File: src/gb_cart_consts.svh
// bus region codes, header offsets, RAM enable key
// and RTC limits for the cartridge mapper

`ifndef GB_CART_CONSTS_SVH
`define GB_CART_CONSTS_SVH

// --------------------
// cart_addr[15:13] regions
`define REGION_RAM_EN   3'd0    // 0000-1FFF
`define REGION_ROM_BANK 3'd1    // 2000-3FFF
`define REGION_RAM_BANK 3'd2    // 4000-5FFF
`define REGION_MODE     3'd3    // 6000-7FFF
`define REGION_CRAM     3'd5    // A000-BFFF

// --------------------
// header words in the download stream, byte addressed
`define HDR_TYPE_ADDR 24'h000146    // high byte is the cart type
`define HDR_SIZE_ADDR 24'h000148    // low rom size, high ram size

// low nibble written to 0000-1FFF that opens the RAM
`define RAM_ENABLE_KEY 4'hA

// --------------------
// clock limits
`define RTC_TICK_CYCLES 33554432    // 2^25 system cycles per second
`define RTC_MAX_DAYS    10'd512

`endif

File: src/gb_cart_pkg.sv
// mapper kind, bank number, cartridge address
// and RTC field types shared by the mapper

`default_nettype none

package gb_cart_pkg;

	// --------------------
	// mapper decoded from the cart type byte
	typedef enum logic [2:0] {
		kind_none = 3'd0,
		kind_mbc1 = 3'd1,
		kind_mbc2 = 3'd2,
		kind_mbc3 = 3'd3,
		kind_mbc5 = 3'd4
	} mbc_kind_t;

	typedef logic [8:0]  rom_bank_t;    // 16 KB bank, up to 512
	typedef logic [3:0]  ram_bank_t;    // 8 KB bank, up to 16
	typedef logic [15:0] cart_addr_t;   // cpu side
	typedef logic [22:0] rom_addr_t;    // byte address into external memory

	// --------------------
	// clock register index as written to 4000-5FFF
	typedef enum logic [2:0] {
		sel_sec    = 3'd0,
		sel_min    = 3'd1,
		sel_hour   = 3'd2,
		sel_day_lo = 3'd3,
		sel_day_hi = 3'd4
	} rtc_sel_t;

	typedef logic [5:0] rtc_sec_t;    // seconds and minutes
	typedef logic [4:0] rtc_hour_t;
	typedef logic [9:0] rtc_day_t;    // one spare bit catches day 512

endpackage

`default_nettype wire

File: src/rom_bank_map.sv
// rom address mapping: bank select per mapper and
// masking to the rom size of the cartridge

`timescale 1ns/100ps
`include "gb_cart_consts.svh"
`default_nettype none

module rom_bank_map (
	input  wire gb_cart_pkg::cart_addr_t cart_addr,
	input  wire                          cart_rd,
	input  wire gb_cart_pkg::rom_bank_t  rom_bank,
	input  wire gb_cart_pkg::ram_bank_t  ram_bank,
	input  wire gb_cart_pkg::rom_bank_t  rom_mask,
	input  wire gb_cart_pkg::ram_bank_t  ram_mask,
	input  wire gb_cart_pkg::mbc_kind_t  mbc_kind,
	input  wire                          mbc1_mode,
	output gb_cart_pkg::rom_addr_t       rom_addr,
	output logic                         rom_rd
);
	import gb_cart_pkg::*;

	logic      low_half;      // 0000-3FFF
	logic [1:0] mbc1_bank2;
	rom_bank_t bank;

	assign low_half = ~cart_addr[14];

	// bank2 lines drive the ram chip instead when the ram is banked
	assign mbc1_bank2 = ram_bank[1:0] & {2{cart_addr[14] | mbc1_mode}} & ~ram_mask[1:0];

	always_comb begin
		case (mbc_kind)
			kind_mbc1: bank = {2'b00, mbc1_bank2, low_half ? 5'd0 : rom_bank[4:0]};
			kind_mbc2,
			kind_mbc3: bank = low_half ? 9'd0 : {2'b00, rom_bank[6:0]};
			kind_mbc5: bank = low_half ? 9'd0 : rom_bank;
			default:   bank = 9'd0;
		endcase
	end

	// --------------------
	always_comb begin
		if (mbc_kind == kind_none)
			rom_addr = {8'd0, cart_addr[14:0]};    // plain 32 KB cart
		else
			rom_addr = {bank & rom_mask, cart_addr[13:0]};
	end

	assign rom_rd = cart_rd && (cart_addr[15:13] != `REGION_CRAM);

endmodule

`default_nettype wire

File: config.mk
export PLATFORM = sky130hd
export DESIGN_NAME = rom_bank_map
export DESIGN_NICKNAME = d
export VERILOG_FILES = /design/src/gb_cart_pkg.sv /design/src/rom_bank_map.sv
export VERILOG_INCLUDE_DIRS = /design/src /design/src/src
export SDC_FILE = /design/constraint.sdc
export NUM_CORES = 1
export LEC_CHECK = 0
export BUFFER_PORTS_ARGS = -buffer_cell sky130_fd_sc_hd__buf_2
export CORE_AREA = 2 2 39 41
export DETAILED_ROUTE_END_ITERATION = 8
export DIE_AREA = 0 0 41 43
export PLACE_DENSITY_LB_ADDON = 0.05
export SYNTH_ARGS = -nofsm -noshare
export SYNTH_HDL_FRONTEND = slang
export SYNTH_SLANG_ARGS = --single-unit
File: constraint.sdc
create_clock -name vclk -period 1.5
set_clock_uncertainty 0.05 [all_clocks]
set_input_delay 0.15 -clock vclk [all_inputs]
set_output_delay 0.15 -clock vclk [all_outputs]
set_load 0.1 [all_outputs]
==> key figures <==
Drt
  – DR vias/cell: between 4 and 5
  – Via count: around 420
  – Routed length per instance: around 11 um
  – TritonRoute pass-1 iters: 3
  – Iteration-0 DRC Markers: 13
  – Post-route DRC: 0
  – Final wirelength: around 1000 um
  – Final ANT Viol Nets: 0

Synthesis
  – Avg Cell Area, Syn: roughly 7 um^2
  – Post-synth top area cell: buf_4
  – Post-synth top cells: 14 x buf_4, 6 x and3_1, 3 x nand3_1
  – YS warnings: 0
  – Cell area after synthesis: 267.8 um^2
  – Register area share after synthesis: 0
  – Netlist cell types: 17
  – Most frequent cell after synthesis: buf_4
  – Ranking of synthesized cells by area: buf_4 39%, and3_1 14%, nand4b_1 6.5%, nand3_1 5.6%, and4bb_2 4.7%
  – Yosys top cell area share: 0.3925
  – Syn Inst Count: 39
  – Syn_nets: 86

Timing
  – Fin. Hold Viols: 0
  – Fin crit share: 0.9685
  – Worst Max-Slew Pin Slew: 0.4835 ns
  – Slew HR: 0.6799
  – Setup-failing EPs final: 0
  – Maximum clock rate: between 600 and 700 MHz
  – Min Tclk post-route: between 1 and 1.5 ns
  – RSZ-0062 raised after global routing: no
  – Max-slew violations: 0
  – Final setup margin: 0.04730 ns

Min path
  – Hold Crit Endpoint: rom_addr[8]
  – HP Class: input pin to output pin
  – HP Start: cart_addr[8]
  – Hold Path Cell Cnt: 0

Global route
  – First-pass GRT wire length: 1628 um
  – Total grt overflow: 0
  – Largest net degree at the start of global routing: 6
  – Initial antenna violation count: 0
  – All-Layer GR Usage: 0.1229
  – Vias in the first global route: roughly 440

Floorplanning
  – Ports: 71
  – Core area: 1384 um^2
  – Die area: 1763 um^2
  – Die W: a little over 40 um
  – Starting Density: 0.1935
  – Die H: approximately 43 um
  – Num rows: 14

Finish
  – Clock buf count: 0
  – Seq_cells: 0
  – N_diodes: 0
  – Nets: 123
  – Fill cells: between 150 and 200
  – Area occupied by multi-input gates: 201.4 um^2
  – Area delta synth->final: 119.2%
  – Fin cells: 90
  – Share of layout cells above drive strength 1: 0.8243
  – Reg area: 0 um^2

Setup path
  – Worst endpoint data arrival time: around 1.3 ns
  – Buf+Inv Stages, Crit Path: 2
  – Crit path largest cell delay: between 0.3 and 0.4 ns
  – Worst path cell trace: buf_6 -> or3_4 -> and3_4 -> and3_2 -> buf_4
  – Critical path type: input pin to output pin
  – Kind of cell adding the most delay to the critical path: simple AND/OR/NAND/NOR gates
  – WP data required: 1.30 ns
  – Slowest-stage cell, CP: or3_4
  – Worst-path fanout max: 4
  – Setup crit end kind: output pin
  – CP Launch Type: input pin

Placed design
  – Placed cells: between 90 and 100
  – Pre-CTS WS: -0.06668 ns
  – I/O Buffers: 41
  – Dpl hpwl: between 900 and 1000 um
  – Final GP Congestion: approximately 0.7

CTS
  – Hold-fix buffers, CTS: 0

Run status
  – Outcome: finished, final reports clean

Flow run
  – Max cap viols: 0

Power and ir drop
  – Seq pwr share: 0
  – Worst-case vdd ir drop: 117.3 uV
  – Net Sw Frac: 0.5838
  – Internal power: 81.53 uW
  – Combinational share of power: 1.000
  – Clock network power share: 0
  – Leakage: slightly above 0.0003 uW
  – Pwr per Cell Area: around 330 nW/um^2
  – Switching pwr: around 110 uW
how the worst max path moves through the flow:
| stage | slack (ns) | to | from | depth (start not counted) |
|---|---|---|---|---|
| after CTS | 0.01 | rom_addr[19] | mbc_kind[1] | 7 |
| after global routing | 0.005 | rom_addr[17] | mbc_kind[1] | 5 |
| after floorplan | -0.05 | rom_addr[19] | mbc_kind[0] | 4 |
| after global placement | -0.07 | rom_addr[20] | mbc_kind[0] | 6 |
| final | 0.05 | rom_addr[16] | mbc_kind[1] | 5 |
| after detailed placement | -0.07 | rom_addr[20] | mbc_kind[0] | 6 |
what timing repair did:
item | in CTS | in global routing
gates resized for setup | 8 | 2
buffers inserted | 0 | 0
setup endpoints to repair | 6 | 4
pin swaps | 3 | 2
endpoints found under the hold margin | 0 | 0
kinds of logic (layout without fill, tap and decap cells):
| kind of cell | after synthesis | in the layout | share of synthesized area |
|---|---|---|---|
| buffers and inverters | 16 | 51 | 0.4252 |
| AO/OA/AOI/OAI | 7 | 7 | 0.1729 |
| AND/OR/NAND/NOR | 16 | 16 | 0.4019 |
cell type report:
cell class / count / share of cell area
Inverter: 1 / 0.006397
Multi-Input combinational cell: 23 / 0.3433
Tap cell: 16 / 0.03412
Timing Repair Buffer: 50 / 0.6162
power groups by stage:
stage / Combinational, uW / Clock, uW / Sequential [uW]
CTS: 195 / 0 / 0
global route: 209 / 0 / 0
floorplan: 273 / 0 / 0
finish: 196 / 0 / 0
global placement: 188 / 0 / 0
detailed placement: 189 / 0 / 0
cells in the final DEF (no fill, tap or decap):
master	count
o211ai_1	1
and3_1	2
buf_6	3
o21ai_0	1
nor2_1	1
o22ai_4	1
a21boi_4	1
buf_4	13
nand4b_1	2
or3_4	1
buf_12	4
and3_2	4
and3_4	1
nand3_1	3
and4bb_2	1
o21a_1	1
nand2_1	1
o22ai_2	1
inv_1	1
buf_2	30
a31oi_2	1
through the flow:
stage	util	setup TNS [ns]	power, uW	instance area (um^2)	hold WS (ns)
2_1_floorplan	-	-0.05217	273.4	304.0	0.4615
3_3_place_gp	0.4005	-0.3359	187.7	554.3	0.2507
3_5_place_dp	0.4005	-0.3578	188.7	554.3	0.2507
4_1_cts	0.4204	0	195.3	581.8	0.2507
5_1_grt	0.4241	0	208.5	586.8	0.2503
6_report	0.4241	0	195.9	586.8	0.2501
metal layers:
| layer | up-vias | global-route usage | wire [um] |
|---|---|---|---|
| met5 | - | 0 | 0 |
| met4 | 0 | 0.06000 | 59 |
| met3 | 10 | 0.03141 | 153 |
| met2 | 31 | 0.2344 | 498 |
| met1 | 183 | 0.1044 | 299 |
| li1 | 199 | - | - |
(Power assumes the default switching activity.)
