--- config.mk ---
export PLATFORM = sky130hd
export DESIGN_NAME = cart_header
export DESIGN_NICKNAME = d
export VERILOG_FILES = /design/src/gb_cart_pkg.sv /design/src/cart_header.sv
export VERILOG_INCLUDE_DIRS = /design/src /design/src/src
export SDC_FILE = /design/constraint.sdc
export NUM_CORES = 1
export LEC_CHECK = 0
export BUFFER_PORTS_ARGS = -buffer_cell sky130_fd_sc_hd__buf_2
export CORE_ASPECT_RATIO = 0.7
export CORE_UTILIZATION = 47
export CTS_BUF_LIST = sky130_fd_sc_hd__clkbuf_4
export CTS_CLUSTER_DIAMETER = 40
export DETAILED_ROUTE_END_ITERATION = 7
export GPL_TIMING_DRIVEN = 0
export HOLD_SLACK_MARGIN = 0.05
export PLACE_DENSITY = 0.93
export RECOVER_POWER = 100
export SETUP_SLACK_MARGIN = 0.05
export SYNTH_ARGS = -nofsm -noshare
export SYNTH_HDL_FRONTEND = slang
export SYNTH_SLANG_ARGS = --single-unit
--- constraint.sdc ---
create_clock -name clk_sys -period 3 [get_ports clk_sys]
set_clock_uncertainty 0.05 [all_clocks]
set_input_delay 0.75 -clock clk_sys [delete_from_list [all_inputs] [get_ports clk_sys]]
set_output_delay 0.75 -clock clk_sys [all_outputs]
set_load 0.005 [all_outputs]
--- src/gb_cart_consts.svh ---
// bus region codes, header offsets, RAM enable key
// and RTC limits for the cartridge mapper

`ifndef GB_CART_CONSTS_SVH
`define GB_CART_CONSTS_SVH

// --------------------
// cart_addr[15:13] regions
`define REGION_RAM_EN   3'd0    // 0000-1FFF
`define REGION_ROM_BANK 3'd1    // 2000-3FFF
`define REGION_RAM_BANK 3'd2    // 4000-5FFF
`define REGION_MODE     3'd3    // 6000-7FFF
`define REGION_CRAM     3'd5    // A000-BFFF

// --------------------
// header words in the download stream, byte addressed
`define HDR_TYPE_ADDR 24'h000146    // high byte is the cart type
`define HDR_SIZE_ADDR 24'h000148    // low rom size, high ram size

// low nibble written to 0000-1FFF that opens the RAM
`define RAM_ENABLE_KEY 4'hA

// --------------------
// clock limits
`define RTC_TICK_CYCLES 33554432    // 2^25 system cycles per second
`define RTC_MAX_DAYS    10'd512

`endif

--- src/gb_cart_pkg.sv ---
// mapper kind, bank number, cartridge address
// and RTC field types shared by the mapper

`default_nettype none

package gb_cart_pkg;

	// --------------------
	// mapper decoded from the cart type byte
	typedef enum logic [2:0] {
		kind_none = 3'd0,
		kind_mbc1 = 3'd1,
		kind_mbc2 = 3'd2,
		kind_mbc3 = 3'd3,
		kind_mbc5 = 3'd4
	} mbc_kind_t;

	typedef logic [8:0]  rom_bank_t;    // 16 KB bank, up to 512
	typedef logic [3:0]  ram_bank_t;    // 8 KB bank, up to 16
	typedef logic [15:0] cart_addr_t;   // cpu side
	typedef logic [22:0] rom_addr_t;    // byte address into external memory

	// --------------------
	// clock register index as written to 4000-5FFF
	typedef enum logic [2:0] {
		sel_sec    = 3'd0,
		sel_min    = 3'd1,
		sel_hour   = 3'd2,
		sel_day_lo = 3'd3,
		sel_day_hi = 3'd4
	} rtc_sel_t;

	typedef logic [5:0] rtc_sec_t;    // seconds and minutes
	typedef logic [4:0] rtc_hour_t;
	typedef logic [9:0] rtc_day_t;    // one spare bit catches day 512

endpackage

`default_nettype wire

--- src/cart_header.sv ---
// cartridge header capture from the download stream,
// mapper kind and rom / ram bank mask decode

`timescale 1ns/100ps
`include "gb_cart_consts.svh"
`default_nettype none

module cart_header (
	input  wire                    clk_sys,
	input  wire                    dl_active,
	input  wire                    dl_wr,
	input  wire  [23:0]            dl_addr,
	input  wire  [15:0]            dl_data,
	output gb_cart_pkg::mbc_kind_t mbc_kind,
	output gb_cart_pkg::rom_bank_t rom_mask,
	output gb_cart_pkg::ram_bank_t ram_mask,
	output logic                   has_ram
);
	import gb_cart_pkg::*;

	logic [7:0] type_byte;
	logic [7:0] rom_code;
	logic [7:0] ram_code;

	// header bytes are kept until the next download
	always_ff @(posedge clk_sys) begin
		if (dl_active && dl_wr) begin
			if (dl_addr == `HDR_TYPE_ADDR)
				type_byte <= dl_data[15:8];
			if (dl_addr == `HDR_SIZE_ADDR) begin
				rom_code <= dl_data[7:0];
				ram_code <= dl_data[15:8];
			end
		end
	end

	always_comb begin
		case (type_byte) inside
			[8'h01:8'h03]: mbc_kind = kind_mbc1;
			[8'h05:8'h06]: mbc_kind = kind_mbc2;
			[8'h0F:8'h13]: mbc_kind = kind_mbc3;    // 0F and 10 carry the clock
			[8'h19:8'h1E]: mbc_kind = kind_mbc5;
			default:       mbc_kind = kind_none;
		endcase
	end

	// 2^(n+1) banks, the odd sized carts round up to 128
	always_comb begin
		if (rom_code <= 8'd8)
			rom_mask = rom_bank_t'((10'd2 << rom_code[3:0]) - 10'd1);
		else if (rom_code inside {[8'h52:8'h54]})
			rom_mask = 9'h07F;
		else
			rom_mask = 9'h1FF;
	end

	always_comb begin
		case (ram_code)
			8'd3:    ram_mask = 4'h3;    // 32 KB
			8'd4:    ram_mask = 4'hF;    // 128 KB
			8'd5:    ram_mask = 4'h7;    // 64 KB
			default: ram_mask = 4'h0;    // none, 2 KB or 8 KB
		endcase
	end

	assign has_ram = (ram_code != 8'd0) || (mbc_kind == kind_mbc2);    // mbc2 ram sits in the chip

endmodule

`default_nettype wire

==> impl_metrics.tcl <==
set metrics [dict create \
    grt_overflow 0 \
    num_antenna_cells 0 \
    fin_ws_ns 0.0910 \
    drt_first_pass_iters 4 \
    dpl.hpwl_mm 2.24 \
    postRouteWirelength_mm 3.08 \
    area.growth.synth_to_final_pct 37.2 \
    hold_slack_ns 0.567 \
    clk_path_buf_depth 2 \
    p_per_area_mw_per_mm2 305 \
    drt.antenna.violating_nets 0 \
    netlist_top_cells_area "edfxtp_1 57%, nand2_1 3.9%, nor2_1 3.3%" \
    power_leakage_nw 0.652 \
    worstPathArrival_ns 2.11 \
    finalMaxSlewViolations 0 \
    wire_per_inst_um 14.2 \
    synth-edff-count 24 \
    yosysSeqAreaShare_pct 57.0 \
    via_count 1236 \
    die-width_um 64.0 \
    slew_headroom_pct 52.5 \
    dr_wl_met3_um 282 \
    worst-slew-pin-transition_ns 0.713 \
    routed.top_layer "met4" \
    crit_start "rom_code[2]" \
    startpoint_type "flip-flop" \
    hold_viol 0 \
    syn_area_mm2 0.00126 \
    grt_max_degree 17 \
    die-area_mm2 0.00290 \
    fin_crit_sh_pct 97.0 \
    grt.total_usage_pct 20.5 \
    via_per_inst 5.70 \
    portBuffers 58 \
    syn-num-nets 158 \
    postSynthAreaPerCell_um2 11.1 \
    synth_top_cell_by_area "edfxtp_1" \
    met2_length_mm 1.57 \
    fmax_ghz 0.344 \
    placementRows 15 \
    clk_pin_slew_ns 0.12 \
    drc 0 \
    start_util_pct 50.6 \
    h-tree-depth 1 \
    drt_iter0_markers 65 \
    outcome "completed" \
    numCtsBuffers 3 \
    yosysMostFrequentCell "edfxtp_1" \
    grt_pass1_wl_mm 4.38 \
    synth_common_cells "24 x edfxtp_1, 13 x nand2_1, 11 x nor2_1" \
    antenna_found_initial 0 \
    cp.required_ns 2.20 \
    synth_top_cell_area_share_pct 57.0 \
    setup_violations 0 \
    core_mm2 0.00250 \
    crit_path_end "rom_mask[3]" \
    nNetsFinal 229 \
    rsz0062_at_grt "true" \
    cap_violations 0 \
    cts_tree "done" \
    async_flop_share_pct 0 \
    crit_type "reg -> out" \
    clock-root-buffer "clkbuf_4" \
    synth_cell_types 39 \
    ys.flop_type "edfxtp_1" \
    ys_seq_elements 24 \
    finalPower_w 0.000528 \
    drt-met1-wl_mm 1.17 \
    vdd_ir_drop_max_mv 0.259 \
    dpl_cell_area_mm2 0.00160 \
    io_pins 60 \
    fin_setup_tns_ns 0 \
    drive_gt1_share_pct 39.3 \
    gp_congestion 0.720 \
    clock_sinks 24 \
    finalCriticalPeriod_ns 2.91 \
    yosysWarningCount 0 \
    finish.instance_area_mm2 0.00173 \
    hp-class "in -> reg" \
    synth_cells 114 \
    cp_max_fo 4 \
    fp.dieH_um 45.4 \
    grt_pass1_vias 1034 \
    critPathCaptureType "output port" \
    pre_cts_ws_ns 0.0888 \
]
## routing by layer
metal | track usage (%) | vias to the layer above
met4 | 6.36 | 0
met3 | 7.00 | 8
met2 | 36.8 | 86
met1 | 23.8 | 560
li1 | - | 582
met5 | 0 | -
## worst min path at each step
stage	from	endpoint	slack, ns	depth (start not counted)
3_5_place_dp	dl_data[5]	rom_code[5]	0.88	1
4_1_cts	dl_data[2]	rom_code[2]	0.55	1
5_1_grt	dl_data[2]	rom_code[2]	0.54	1
2_1_floorplan	dl_data[8]	ram_code[0]	0.80	0
6_report	dl_data[2]	rom_code[2]	0.57	1
3_3_place_gp	dl_data[4]	rom_code[4]	0.88	1
## registers in the layout (all words and copies together) (netlist names)
register	cells
rom_code	8
type_byte	8
ram_code	8
## power breakdown
group          internal, W   total, W     switching, W
sequential        0.000368   0.000368  0.0000000000114
combinational    0.0000207  0.0000314        0.0000107
clock            0.0000468   0.000129        0.0000819
## critical path, stage by stage (launching register included)
cell	delay, ns
edfxtp_1	0.42
buf_6	0.15
nor2_4	0.13
nand3b_1	0.15
ha_4	0.21
nor2b_4	0.14
nand2_1	0.07
o21ai_1	0.09
o311ai_1	0.26
clkbuf_1	0.18
## logic make-up (layout without fill, tap and decap cells)
family / Yosys count / count (layout) / synth area share (%)
adder cells (fa/ha/maj): 1 / 1 / 0.990
other: 1 / 1 / 0.297
multiplexers: 1 / 1 / 0.792
flip-flops: 24 / 24 / 57.0
AND/OR/NAND/NOR: 55 / 55 / 24.9
XOR/XNOR: 1 / 1 / 0.693
AO/OA/AOI/OAI: 24 / 24 / 12.4
buffers and inverters: 7 / 76 / 2.97
## cells in the final DEF (no fill, tap or decap), drive strengths merged
cell | synthesis | layout
buf | 5 | 58
edfxtp | 24 | 24
clkbuf | 1 | 17
nand2 | 13 | 13
nor2 | 11 | 11
nor3 | 8 | 8
o21ai | 8 | 8
nor4b | 4 | 4
a21oi | 4 | 4
nand3 | 3 | 3
nor4 | 3 | 3
and4b | 2 | 2
and3 | 2 | 2
a31oi | 2 | 2
nor3b | 2 | 2
nand3b | 2 | 2
nor2b | 2 | 2
nand2b | 1 | 1
a21boi | 1 | 1
xnor2 | 1 | 1
o2111a | 1 | 1
o32ai | 1 | 1
a2bb2oi | 1 | 1
o2111ai | 1 | 1
inv | 1 | 1
o22ai | 1 | 1
o311ai | 1 | 1
o211ai | 1 | 1
or4 | 1 | 1
a21o | 1 | 1
nand4 | 1 | 1
mux2i | 1 | 1
o41ai | 1 | 1
ha | 1 | 1
conb | 1 | 1
## final cells by class
cell class | instances | area [µm²]
Fill cell | 178 | 762
Sequential cell | 24 | 721
Multi-Input combinational cell | 83 | 556
Timing Repair Buffer | 67 | 344
Buffer | 5 | 45.0
Tap cell | 34 | 42.5
Clock buffer | 3 | 22.5
Inverter | 1 | 3.75
## per-stage QoR
stage	cells	util, %
floorplan	114	-
global route	217	69.5
global placement	206	64.0
finish	217	69.5
detailed placement	206	64.0
CTS	214	67.8
## what timing repair did
| action | in CTS | in global routing |
|---|---|---|
| setup buffers | 6 | 3 |
| hold buffers | 0 | 0 |
| pin swaps | 3 | 6 |
| gates resized for setup | 8 | 10 |
| endpoints found under the setup margin | 3 | 3 |
Note: power is estimated with default switching activity, not from simulation.
