<file path="config.mk">
export PLATFORM = sky130hd
export DESIGN_NAME = mbc_ctrl
export DESIGN_NICKNAME = d
export VERILOG_FILES = /design/src/gb_cart_pkg.sv /design/src/mbc_ctrl.sv
export VERILOG_INCLUDE_DIRS = /design/src /design/src/src
export SDC_FILE = /design/constraint.sdc
export NUM_CORES = 1
export LEC_CHECK = 0
export BUFFER_PORTS_ARGS = -buffer_cell sky130_fd_sc_hd__buf_2
export CORE_MARGIN = 8
export CORE_UTILIZATION = 45
export CTS_CLUSTER_SIZE = 12
export DETAILED_ROUTE_END_ITERATION = 8
export PLACE_DENSITY_LB_ADDON = 0.25
export SETUP_SLACK_MARGIN = 0.5
export SYNTH_ARGS = -nofsm -noshare
export SYNTH_HDL_FRONTEND = slang
export SYNTH_SLANG_ARGS = --single-unit
</file>
<file path="constraint.sdc">
create_clock -name clk_sys -period 2.5 [get_ports clk_sys]
set_input_delay 0.5 -clock clk_sys [delete_from_list [all_inputs] [get_ports clk_sys]]
set_output_delay 0.5 -clock clk_sys [all_outputs]
set_load 0.01 [all_outputs]
</file>
<file path="src/gb_cart_consts.svh">
// bus region codes, header offsets, RAM enable key
// and RTC limits for the cartridge mapper

`ifndef GB_CART_CONSTS_SVH
`define GB_CART_CONSTS_SVH

// --------------------
// cart_addr[15:13] regions
`define REGION_RAM_EN   3'd0    // 0000-1FFF
`define REGION_ROM_BANK 3'd1    // 2000-3FFF
`define REGION_RAM_BANK 3'd2    // 4000-5FFF
`define REGION_MODE     3'd3    // 6000-7FFF
`define REGION_CRAM     3'd5    // A000-BFFF

// --------------------
// header words in the download stream, byte addressed
`define HDR_TYPE_ADDR 24'h000146    // high byte is the cart type
`define HDR_SIZE_ADDR 24'h000148    // low rom size, high ram size

// low nibble written to 0000-1FFF that opens the RAM
`define RAM_ENABLE_KEY 4'hA

// --------------------
// clock limits
`define RTC_TICK_CYCLES 33554432    // 2^25 system cycles per second
`define RTC_MAX_DAYS    10'd512

`endif

</file>
<file path="src/gb_cart_pkg.sv">
// mapper kind, bank number, cartridge address
// and RTC field types shared by the mapper

`default_nettype none

package gb_cart_pkg;

	// --------------------
	// mapper decoded from the cart type byte
	typedef enum logic [2:0] {
		kind_none = 3'd0,
		kind_mbc1 = 3'd1,
		kind_mbc2 = 3'd2,
		kind_mbc3 = 3'd3,
		kind_mbc5 = 3'd4
	} mbc_kind_t;

	typedef logic [8:0]  rom_bank_t;    // 16 KB bank, up to 512
	typedef logic [3:0]  ram_bank_t;    // 8 KB bank, up to 16
	typedef logic [15:0] cart_addr_t;   // cpu side
	typedef logic [22:0] rom_addr_t;    // byte address into external memory

	// --------------------
	// clock register index as written to 4000-5FFF
	typedef enum logic [2:0] {
		sel_sec    = 3'd0,
		sel_min    = 3'd1,
		sel_hour   = 3'd2,
		sel_day_lo = 3'd3,
		sel_day_hi = 3'd4
	} rtc_sel_t;

	typedef logic [5:0] rtc_sec_t;    // seconds and minutes
	typedef logic [4:0] rtc_hour_t;
	typedef logic [9:0] rtc_day_t;    // one spare bit catches day 512

endpackage

`default_nettype wire

</file>
<file path="src/mbc_ctrl.sv">
// rom bank, ram bank, mbc1 mode, ram enable
// and mbc3 clock select registers of the mapper

`timescale 1ns/100ps
`include "gb_cart_consts.svh"
`default_nettype none

module mbc_ctrl (
	input  wire                           clk_sys,
	input  wire                           reset,
	input  wire                           ce,
	input  wire gb_cart_pkg::cart_addr_t  cart_addr,
	input  wire                           cart_wr,
	input  wire  [7:0]                    cart_di,
	input  wire gb_cart_pkg::mbc_kind_t   mbc_kind,
	output gb_cart_pkg::rom_bank_t        rom_bank,
	output gb_cart_pkg::ram_bank_t        ram_bank,
	output logic                          mbc1_mode,
	output logic                          ram_enable,
	output logic                          rtc_mode,
	output gb_cart_pkg::rtc_sel_t         rtc_index,
	output logic                          rtc_index_wr
);
	import gb_cart_pkg::*;

	logic       bus_wr;
	logic [2:0] region;
	logic       mbc1_or_2;

	assign bus_wr    = cart_wr && ce;
	assign region    = cart_addr[15:13];
	assign mbc1_or_2 = (mbc_kind == kind_mbc1) || (mbc_kind == kind_mbc2);

	always_ff @(posedge clk_sys) begin
		rtc_index_wr <= 1'b0;    // single cycle strobe
		if (reset) begin
			rom_bank   <= 9'd1;
			ram_bank   <= 4'd0;
			mbc1_mode  <= 1'b0;
			ram_enable <= 1'b0;
			rtc_mode   <= 1'b0;
		end else if (bus_wr) begin
			case (region)
				`REGION_RAM_EN: ram_enable <= (cart_di[3:0] == `RAM_ENABLE_KEY);

				// --------------------
				`REGION_ROM_BANK: begin
					if (mbc_kind == kind_mbc5) begin
						if (cart_addr[12])
							rom_bank[8] <= cart_di[0];       // 3xxx
						else
							rom_bank[7:0] <= cart_di;        // 2xxx
					end else if (cart_di[6:0] == 7'd0) begin
						rom_bank <= 9'd1;    // bank 0 cannot be mapped high
					end else if (mbc1_or_2 && cart_di[6:0] inside {7'h20, 7'h40, 7'h60}) begin
						rom_bank <= {2'b00, cart_di[6:0] | 7'h01};
					end else begin
						rom_bank <= {2'b00, cart_di[6:0]};
					end
				end

				// --------------------
				`REGION_RAM_BANK: begin
					if (mbc_kind == kind_mbc3) begin
						rtc_mode <= cart_di[3];    // 08-0C map a clock register
						if (cart_di[3]) begin
							rtc_index    <= rtc_sel_t'(cart_di[2:0]);
							rtc_index_wr <= 1'b1;
						end else begin
							ram_bank <= {2'b00, cart_di[1:0]};
						end
					end else if (mbc_kind == kind_mbc5) begin
						ram_bank <= cart_di[3:0];
					end else begin
						ram_bank <= {2'b00, cart_di[1:0]};    // mbc1 second bank field
					end
				end

				`REGION_MODE: if (mbc_kind == kind_mbc1) mbc1_mode <= cart_di[0];
				default: ;
			endcase
		end
	end

	// the bank register never moves to bank 0 outside mbc5
	a_rom_bank_nonzero: assert property (@(posedge clk_sys) disable iff (reset)
		(mbc_kind != kind_mbc5 && $changed(rom_bank)) |-> rom_bank != 9'd0);

endmodule

`default_nettype wire

</file>
==> flow_summary.json, run 1 <==
{
  "multi_input_comb_area_sq_um": 431.7,
  "area_enclosed_by_the_die_boundary_sq_um": 3610,
  "fin_worst_skew_ps": 0,
  "post-route-min-period_ps": 1555,
  "route.vias.total": 751,
  "crit_path_end_kind": "flop",
  "ctsResizeCount": 0,
  "grt.overflow.total": 0,
  "nNetsFinal": 157,
  "initial_utilization": 0.4599,
  "clk-insertion-delay-late_ps": 290,
  "min_delay_path_depth": 1,
  "power_leakage_nw": 0.4971,
  "use_met2": 0.2000,
  "post_route_setup_slack_ps": 945.3,
  "drt_pass1_iterations": 4,
  "min_from": "cart_di[1]",
  "placement_rows": 16,
  "syn-mean-instance-area_sq_um": 10.29,
  "total_detailed_routing_wirelength_mm": 1.948,
  "main_flop_type_after_synthesis": "sky130_fd_sc_hd__dfxtp_1",
  "final_min_period_over_clock_period": 0.6219,
  "synth_seq_area_share": 0.4921,
  "max-clock-path-buffers": 2,
  "synth.cell_area_sq_um": 874.6,
  "timing.reg2reg.worst_path_depth": 2,
  "viasPerCell": 4.941,
  "syn-num-nets": 116,
  "synth_edf_count": 3,
  "mostFrequentLayoutCell": "sky130_fd_sc_hd__buf_2",
  "cts-htree-levels": 1,
  "vdd.ir_drop.worst_mv": 0.4115,
  "dpl.cell_count": 148,
  "starting_drt_drc_count": 13,
  "synth.mux.area_fraction": 0.1030,
  "rsz0062_at_grt": "false",
  "timing.max_cap.violations": 0,
  "grt_max_degree": 20,
  "routedWlPerCell_um": 12.82,
  "placement.setup.worst_slack_ps": 632.2,
  "worstPathArrival_ps": 1550,
  "synth_xor_xnor_area_share": 0,
  "area_taken_by_flip_flops_and_latches_sq_um": 430.4,
  "dieWidth_um": 60.09,
  "cts_inserted_buffers": 3,
  "cts_tree": "done",
  "io_buffer_count": 38,
  "setup-violations-final": 0,
  "outcome": "finished clean",
  "synth.lib_cells_used.distinct": 30,
  "grt_pass1_vias": 721,
  "min-delay-path-class": "input port to flop",
  "num_io_pins": 51,
  "layout.cells.most_common_list": "38 x sky130_fd_sc_hd__buf_2, 17 x sky130_fd_sc_hd__dfxtp_1, 14 x sky130_fd_sc_hd__nor2_1",
  "diodes": 0,
  "cts_setup_buffers": 0,
  "fin_cells": 152,
  "initial_antenna_violation_count": 0,
  "cts_num_sinks": 20,
  "use_met1": 0.1110,
  "post_cts_hold_buffer_count": 0,
  "max_clock_freq_mhz": 643.2,
  "timing.setup.tns_ps": 0,
  "area.growth.synth_to_final_pct": 27.18,
  "synthesis.instances": 85,
  "synth-warning-count": 0,
  "synth-compound-area-share": 0.1001,
  "grt_pass1_wl_mm": 3.029,
  "post_synthesis_adder_cell_area_fraction": 0,
  "powerDensity_nw_per_um2": 480.4,
  "path_max_fanout": 4,
  "largest_family_of_logic_cells_by_synthesized_area": "simple AND/OR/NAND/NOR gates",
  "rr_startpoint": "rom_bank[0]",
  "max_slew.worst_pin.slew_ps": 583.0,
  "cts.reportedPaths.clkPinSlew_ps": 100,
  "finalMaxSlewViolations": 0,
  "core_sq_um": 1902,
  "fillers": 184,
  "required_time_reported_for_the_critical_path_endpoint_ps": 2490,
  "busiest_layer": "met2",
  "final_hold_viol_count": 0,
  "share_of_layout_cells_above_drive_strength_1": 0.3760,
  "cts_root_buf": "sky130_fd_sc_hd__clkbuf_4",
  "startpoint_type": "input port",
  "remaining_drc_errors": 0,
  "slew_headroom": 0.6104,
  "hold_path_end": "rtc_index[1]",
  "critical_path_class": "input port to flop",
  "synth_simple_gate_area_frac": 0.2904,
  "asyncSetResetFlopFracSynth": 0,
  "ys_seq_elements": 20,
  "crit-reg2reg-capture": "rom_bank[0]",
  "global_route.usage.total": 0.1094,
  "detailed_place_hpwl_mm": 1.584,
  "final_weighted_congestion_in_routability_driven_placement": 0.7073,
  "globalRouteMet3Util": 0.03656,
  "die_h_um": 60.09,
  "reg2reg_slack_ps": 1880,
  "route.antenna.remaining_nets": 0
}
metrics by stage:
step	area [sq um]	power, mW	util	hold slack [ps]
4_1_cts	1112	0.5411	0.5849	431.7
3_3_place_gp	1086	0.3886	0.5711	438.5
5_1_grt	1112	0.5571	0.5849	442.1
6_report	1112	0.5344	0.5849	443.7
3_5_place_dp	1086	0.3901	0.5711	446.5
2_1_floorplan	874.6	0.3595	-	475.1
cell usage after synthesis (2+ instances only):
| master | n | area, sq um |
|---|---|---|
| sky130_fd_sc_hd__dfxtp_1 | 17 | 340.3 |
| sky130_fd_sc_hd__nand3_1 | 3 | 15.01 |
| sky130_fd_sc_hd__nor2_1 | 14 | 52.55 |
| sky130_fd_sc_hd__edfxtp_1 | 3 | 90.09 |
| sky130_fd_sc_hd__mux2i_1 | 9 | 90.09 |
| sky130_fd_sc_hd__a21oi_1 | 6 | 30.03 |
| sky130_fd_sc_hd__nand2b_1 | 3 | 18.77 |
| sky130_fd_sc_hd__and2_1 | 2 | 12.51 |
| sky130_fd_sc_hd__nand2_1 | 4 | 15.01 |
| sky130_fd_sc_hd__nand4b_1 | 2 | 17.52 |
| sky130_fd_sc_hd__nor3_1 | 2 | 10.01 |
| sky130_fd_sc_hd__nor2b_1 | 2 | 12.51 |
cell type report:
class,count,area share
Clock buffer,3,0.02025
Sequential cell,20,0.3870
Tap cell,27,0.03037
Timing Repair Buffer,38,0.1710
Multi-Input combinational cell,63,0.3881
Clock inverter,1,0.003375
sequential cells by signal, indices dropped and copies added (netlist names):
register,flops
rom_bank,9
ram_bank,4
rtc_index,3
mbc1_mode,1
ram_enable,1
rtc_index_wr,1
rtc_mode,1
critical path: stages:
cell and delay [ps]:
sky130_fd_sc_hd__buf_2 100, sky130_fd_sc_hd__nand4b_1 300, sky130_fd_sc_hd__nor3_1 310, sky130_fd_sc_hd__nand2_1 130, sky130_fd_sc_hd__nor2_1 220
report_power, final:
group | switching [mW] | leakage, nW | internal (mW)
logic | 0.0312 | 0.318 | 0.0223
clock network | 0.0939 | 0.0154 | 0.0581
registers | 0.000891 | 0.164 | 0.328
routing by layer:
layer / vias up / routed length (um) / part of all wire
li1: 391 / - / -
met1: 338 / 840 / 0.43
met2: 20 / 951 / 0.49
met3: 2 / 134 / 0.069
met4: 0 / 22 / 0.011
met5: - / 0 / 0
worst max-delay path by stage:
stage	startpoint	to	slack [ps]	depth (start not counted)
floorplan	cart_addr[15]	rtc_index[0]	910	4
global placement	cart_addr[15]	rtc_index[1]	640	5
global route	cart_addr[15]	rtc_index[0]	920	5
detailed placement	cart_addr[15]	rtc_index[0]	630	5
finish	cart_addr[15]	rtc_index[0]	950	5
CTS	cart_addr[15]	rtc_index[0]	960	5
cell families after synthesis:
group	Yosys count
muxes	9
AOI/OAI and AO/OA	12
buffers and inverters	2
and+or+nand+nor	42
DFF	20
No activity file was read; power rests on OpenSTA's default activity.
==> run 2, diff against run 1 <==
--- a/config.mk
+++ b/config.mk
@@ -6,9 +6,10 @@
 export SDC_FILE = /design/constraint.sdc
 export NUM_CORES = 1
 export LEC_CHECK = 0
+export ABC_AREA = 1
 export BUFFER_PORTS_ARGS = -buffer_cell sky130_fd_sc_hd__buf_2
 export CORE_MARGIN = 8
-export CORE_UTILIZATION = 45
+export CORE_UTILIZATION = 38
 export CTS_CLUSTER_SIZE = 12
 export DETAILED_ROUTE_END_ITERATION = 8
 export PLACE_DENSITY_LB_ADDON = 0.25
==> constraint.sdc (replaced) <==
create_clock -name clk_sys -period 1.4 [get_ports clk_sys]
set_input_delay 0.28 -clock clk_sys [delete_from_list [all_inputs] [get_ports clk_sys]]
set_output_delay 0.28 -clock clk_sys [all_outputs]
set_load 0.01 [all_outputs]
==> run 2 against run 1 <==
Compared with the run above:
- utilization is 6.9 points higher
- setup slack worse by 650 ps
- register-to-register slack lost 1300 ps
- worst hold slack worse by 240 ps
- sequential share of layout area is 7.9 points lower
- sequential power rose by 81%
- clock-buffer cell count unchanged
- critical path depth is 4 lower
- clock power grew to 3.1 times the previous value
- via count is 29% higher
==> flow_summary.json, run 2 <==
{
  "reg2reg_slack_ps": 570,
  "worstPathArrival_ps": 820,
  "io_buffer_count": 38,
  "synth.cell_area_sq_um": 904.6,
  "post_route_setup_slack_ps": 296.8,
  "initial_utilization": 0.4050,
  "cts_tree": "done",
  "max-clock-path-buffers": 2,
  "max_clock_freq_mhz": 906.5,
  "largest_register_ffs": 9,
  "core_sq_um": 2233,
  "share_of_layout_cells_above_drive_strength_1": 0.5119,
  "viasPerCell": 4.959,
  "top_delay_family_on_crit_path": "flip-flops",
  "cts.reportedPaths.clkPinSlew_ps": 120,
  "crit_path_end_kind": "output port",
  "placement.setup.worst_slack_ps": 35.37,
  "min_from": "cart_di[1]",
  "synth_edf_count": 3,
  "diodes": 0,
  "area.growth.synth_to_final_pct": 61.55,
  "cts-htree-levels": 1,
  "hold_path_end": "rtc_index[1]",
  "synth_top_cells_by_area": "sky130_fd_sc_hd__dfxtp_1 38%, sky130_fd_sc_hd__nor2_1 10%, sky130_fd_sc_hd__edfxtp_1 10%",
  "worst_path_largest_cell_delay_ps": 370,
  "layout_top_registers": "rom_bank x9, ram_bank x4, rtc_index x3",
  "remaining_drc_errors": 0,
  "outcome": "finished clean",
  "dpl.cell_count": 187,
  "route.antenna.remaining_nets": 0,
  "grt_max_degree": 14,
  "asyncSetResetFlopFracSynth": 0,
  "syn-mean-instance-area_sq_um": 7.476,
  "clk-insertion-delay-late_ps": 300,
  "largest_register": "rom_bank",
  "placement.cell_area_sq_um": 1196,
  "detailed_place_hpwl_mm": 1.905,
  "path_max_fanout": 1,
  "final_min_period_over_clock_period": 0.7880,
  "most_frequent_cell_after_synthesis": "sky130_fd_sc_hd__nor2_1",
  "grt_pass1_wl_mm": 4.188,
  "fin_worst_skew_ps": 0,
  "cp_num_buf_inv": 1,
  "slew_headroom": 0.7678,
  "timing.setup.tns_ps": 0,
  "min-delay-path-class": "input port to flop",
  "crit_slowest_cell": "sky130_fd_sc_hd__edfxtp_1",
  "main_flop_type_after_synthesis": "sky130_fd_sc_hd__dfxtp_1",
  "synth_largest_area_cell": "sky130_fd_sc_hd__dfxtp_1",
  "starting_drt_drc_count": 15,
  "finalMaxSlewViolations": 0,
  "grt_pass1_vias": 949,
  "layout.cells.most_common_list": "23 x sky130_fd_sc_hd__nor2_1, 19 x sky130_fd_sc_hd__buf_2, 17 x sky130_fd_sc_hd__nand2_1",
  "initial_antenna_violation_count": 0,
  "num_io_pins": 51,
  "post_cts_hold_buffer_count": 0,
  "critical_path.cell_chain": "buf_2",
  "cts_inserted_buffers": 3,
  "synth_seq_area_share": 0.4758,
  "global_route.usage.total": 0.1236,
  "fin_cells": 196,
  "report.power.total_mw": 1.239,
  "crit-reg2reg-capture": "rom_bank[0]",
  "final_weighted_congestion_in_routability_driven_placement": 0.8183,
  "syn-num-nets": 152,
  "die_h_um": 64.79,
  "timing.reg2reg.worst_path_depth": 4,
  "synth.top_cells.by_count": "25 x sky130_fd_sc_hd__nor2_1, 21 x sky130_fd_sc_hd__nand2_1, 17 x sky130_fd_sc_hd__dfxtp_1",
  "cts_num_sinks": 20,
  "ys_seq_elements": 20,
  "vdd.ir_drop.worst_mv": 0.6003,
  "final_cell_area_sq_um": 1461,
  "critical_path_class": "flop to output port",
  "startpoint_type": "flop",
  "final_hold_viol_count": 0,
  "route.vias.total": 972,
  "setup-violations-final": 0,
  "synth-warning-count": 0,
  "total_detailed_routing_wirelength_mm": 2.630,
  "synthesis.instances": 121,
  "min_delay_path_depth": 1,
  "mostFrequentLayoutCell": "sky130_fd_sc_hd__nor2_1",
  "placement_rows": 17,
  "max_slew.worst_pin.slew_ps": 347.9,
  "powerDensity_nw_per_um2": 847.9,
  "required_time_reported_for_the_critical_path_endpoint_ps": 1120,
  "cts_root_buf": "sky130_fd_sc_hd__clkbuf_4",
  "grt.overflow.total": 0,
  "synth.lib_cells_used.distinct": 19,
  "post-route-min-period_ps": 1103,
  "drt_pass1_iterations": 4,
  "rr_startpoint": "rom_bank[0]",
  "synth.top_cell.area_share": 0.3762,
  "dieWidth_um": 64.79,
  "rsz0062_at_grt": "true",
  "timing.max_cap.violations": 0,
  "area_enclosed_by_the_die_boundary_sq_um": 4198,
  "routedWlPerCell_um": 13.42,
  "nNetsFinal": 200,
  "power_leakage_nw": 0.6281
}
run 2: cell types whose count changed in the layout (fill, tap and decap cells not counted), sizes merged, moves of 3 or more:
cell,delta
nand2,+18
nor2,+14
inv,+12
mux2i,-9
nand3,+8
o21ai,+7
buf,+6
nand2b,-3
run 2: routing by layer:
metal	track usage	wire, um
met1	0.1274	1003
met3	0.04639	223
met2	0.2174	1363
met5	0	0
met4	0.05722	40
run 2: layout make-up:
cell class / instances / area (sq um)
clock buffer: 3 / 22.52
clock inverter: 1 / 30.03
fill: 197 / 772.0
inverter: 13 / 53.80
multi-input combinational: 87 / 494.2
sequential: 20 / 450.4
tap: 28 / 35.03
timing repair buffer: 44 / 375.4
run 2: worst max-delay path by stage:
| stage | start | endpoint | slack [ps] | cells past startpoint |
|---|---|---|---|---|
| after CTS | rtc_index[1] | rtc_index[1] | 280 | 1 |
| after global placement | cart_wr | rtc_index[1] | 70 | 5 |
| after detailed placement | cart_wr | rtc_index[1] | 40 | 5 |
| after global routing | rtc_index[1] | rtc_index[1] | 240 | 1 |
| after floorplan | cart_wr | rtc_index[0] | 140 | 4 |
| final | rtc_index[1] | rtc_index[1] | 300 | 1 |
run 2: timing repair:
| item | 4_1_cts | 5_1_grt |
|---|---|---|
| setup endpoints to repair | 24 | 30 |
| gates resized for setup | 38 | 10 |
| buffers inserted | 3 | 2 |
| pin swaps | 3 | 4 |
run 2: stage by stage:
| stage | hold WS [ps] | utilization |
|---|---|---|
| 3_3_place_gp | 453.3 | 0.5356 |
| 5_1_grt | 179.3 | 0.6543 |
| 6_report | 199.0 | 0.6543 |
| 2_1_floorplan | 349.1 | - |
| 3_5_place_dp | 443.1 | 0.5356 |
| 4_1_cts | 187.9 | 0.6297 |
run 2: worst register-to-register path, cell delays in order, from the launching register on:
cell	delay (ps)
sky130_fd_sc_hd__dfxtp_2	350
sky130_fd_sc_hd__buf_4	120
sky130_fd_sc_hd__buf_4	120
sky130_fd_sc_hd__a21oi_2	100
sky130_fd_sc_hd__nand2_1	50
run 2: report_power, final:
| group | switching (mW) | total, mW | internal, mW |
|---|---|---|---|
| logic | 0.0968 | 0.174 | 0.0776 |
| clock network | 0.179 | 0.469 | 0.290 |
| registers | 0.00509 | 0.596 | 0.591 |
run 2: kinds of logic (layout without fill, tap and decap cells):
kind of cell	after synthesis	after routing	share of synthesized area
simple gates	70	70	0.3652
flops	20	20	0.4758
compound gates	17	17	0.09821
buf+inv	14	61	0.06084
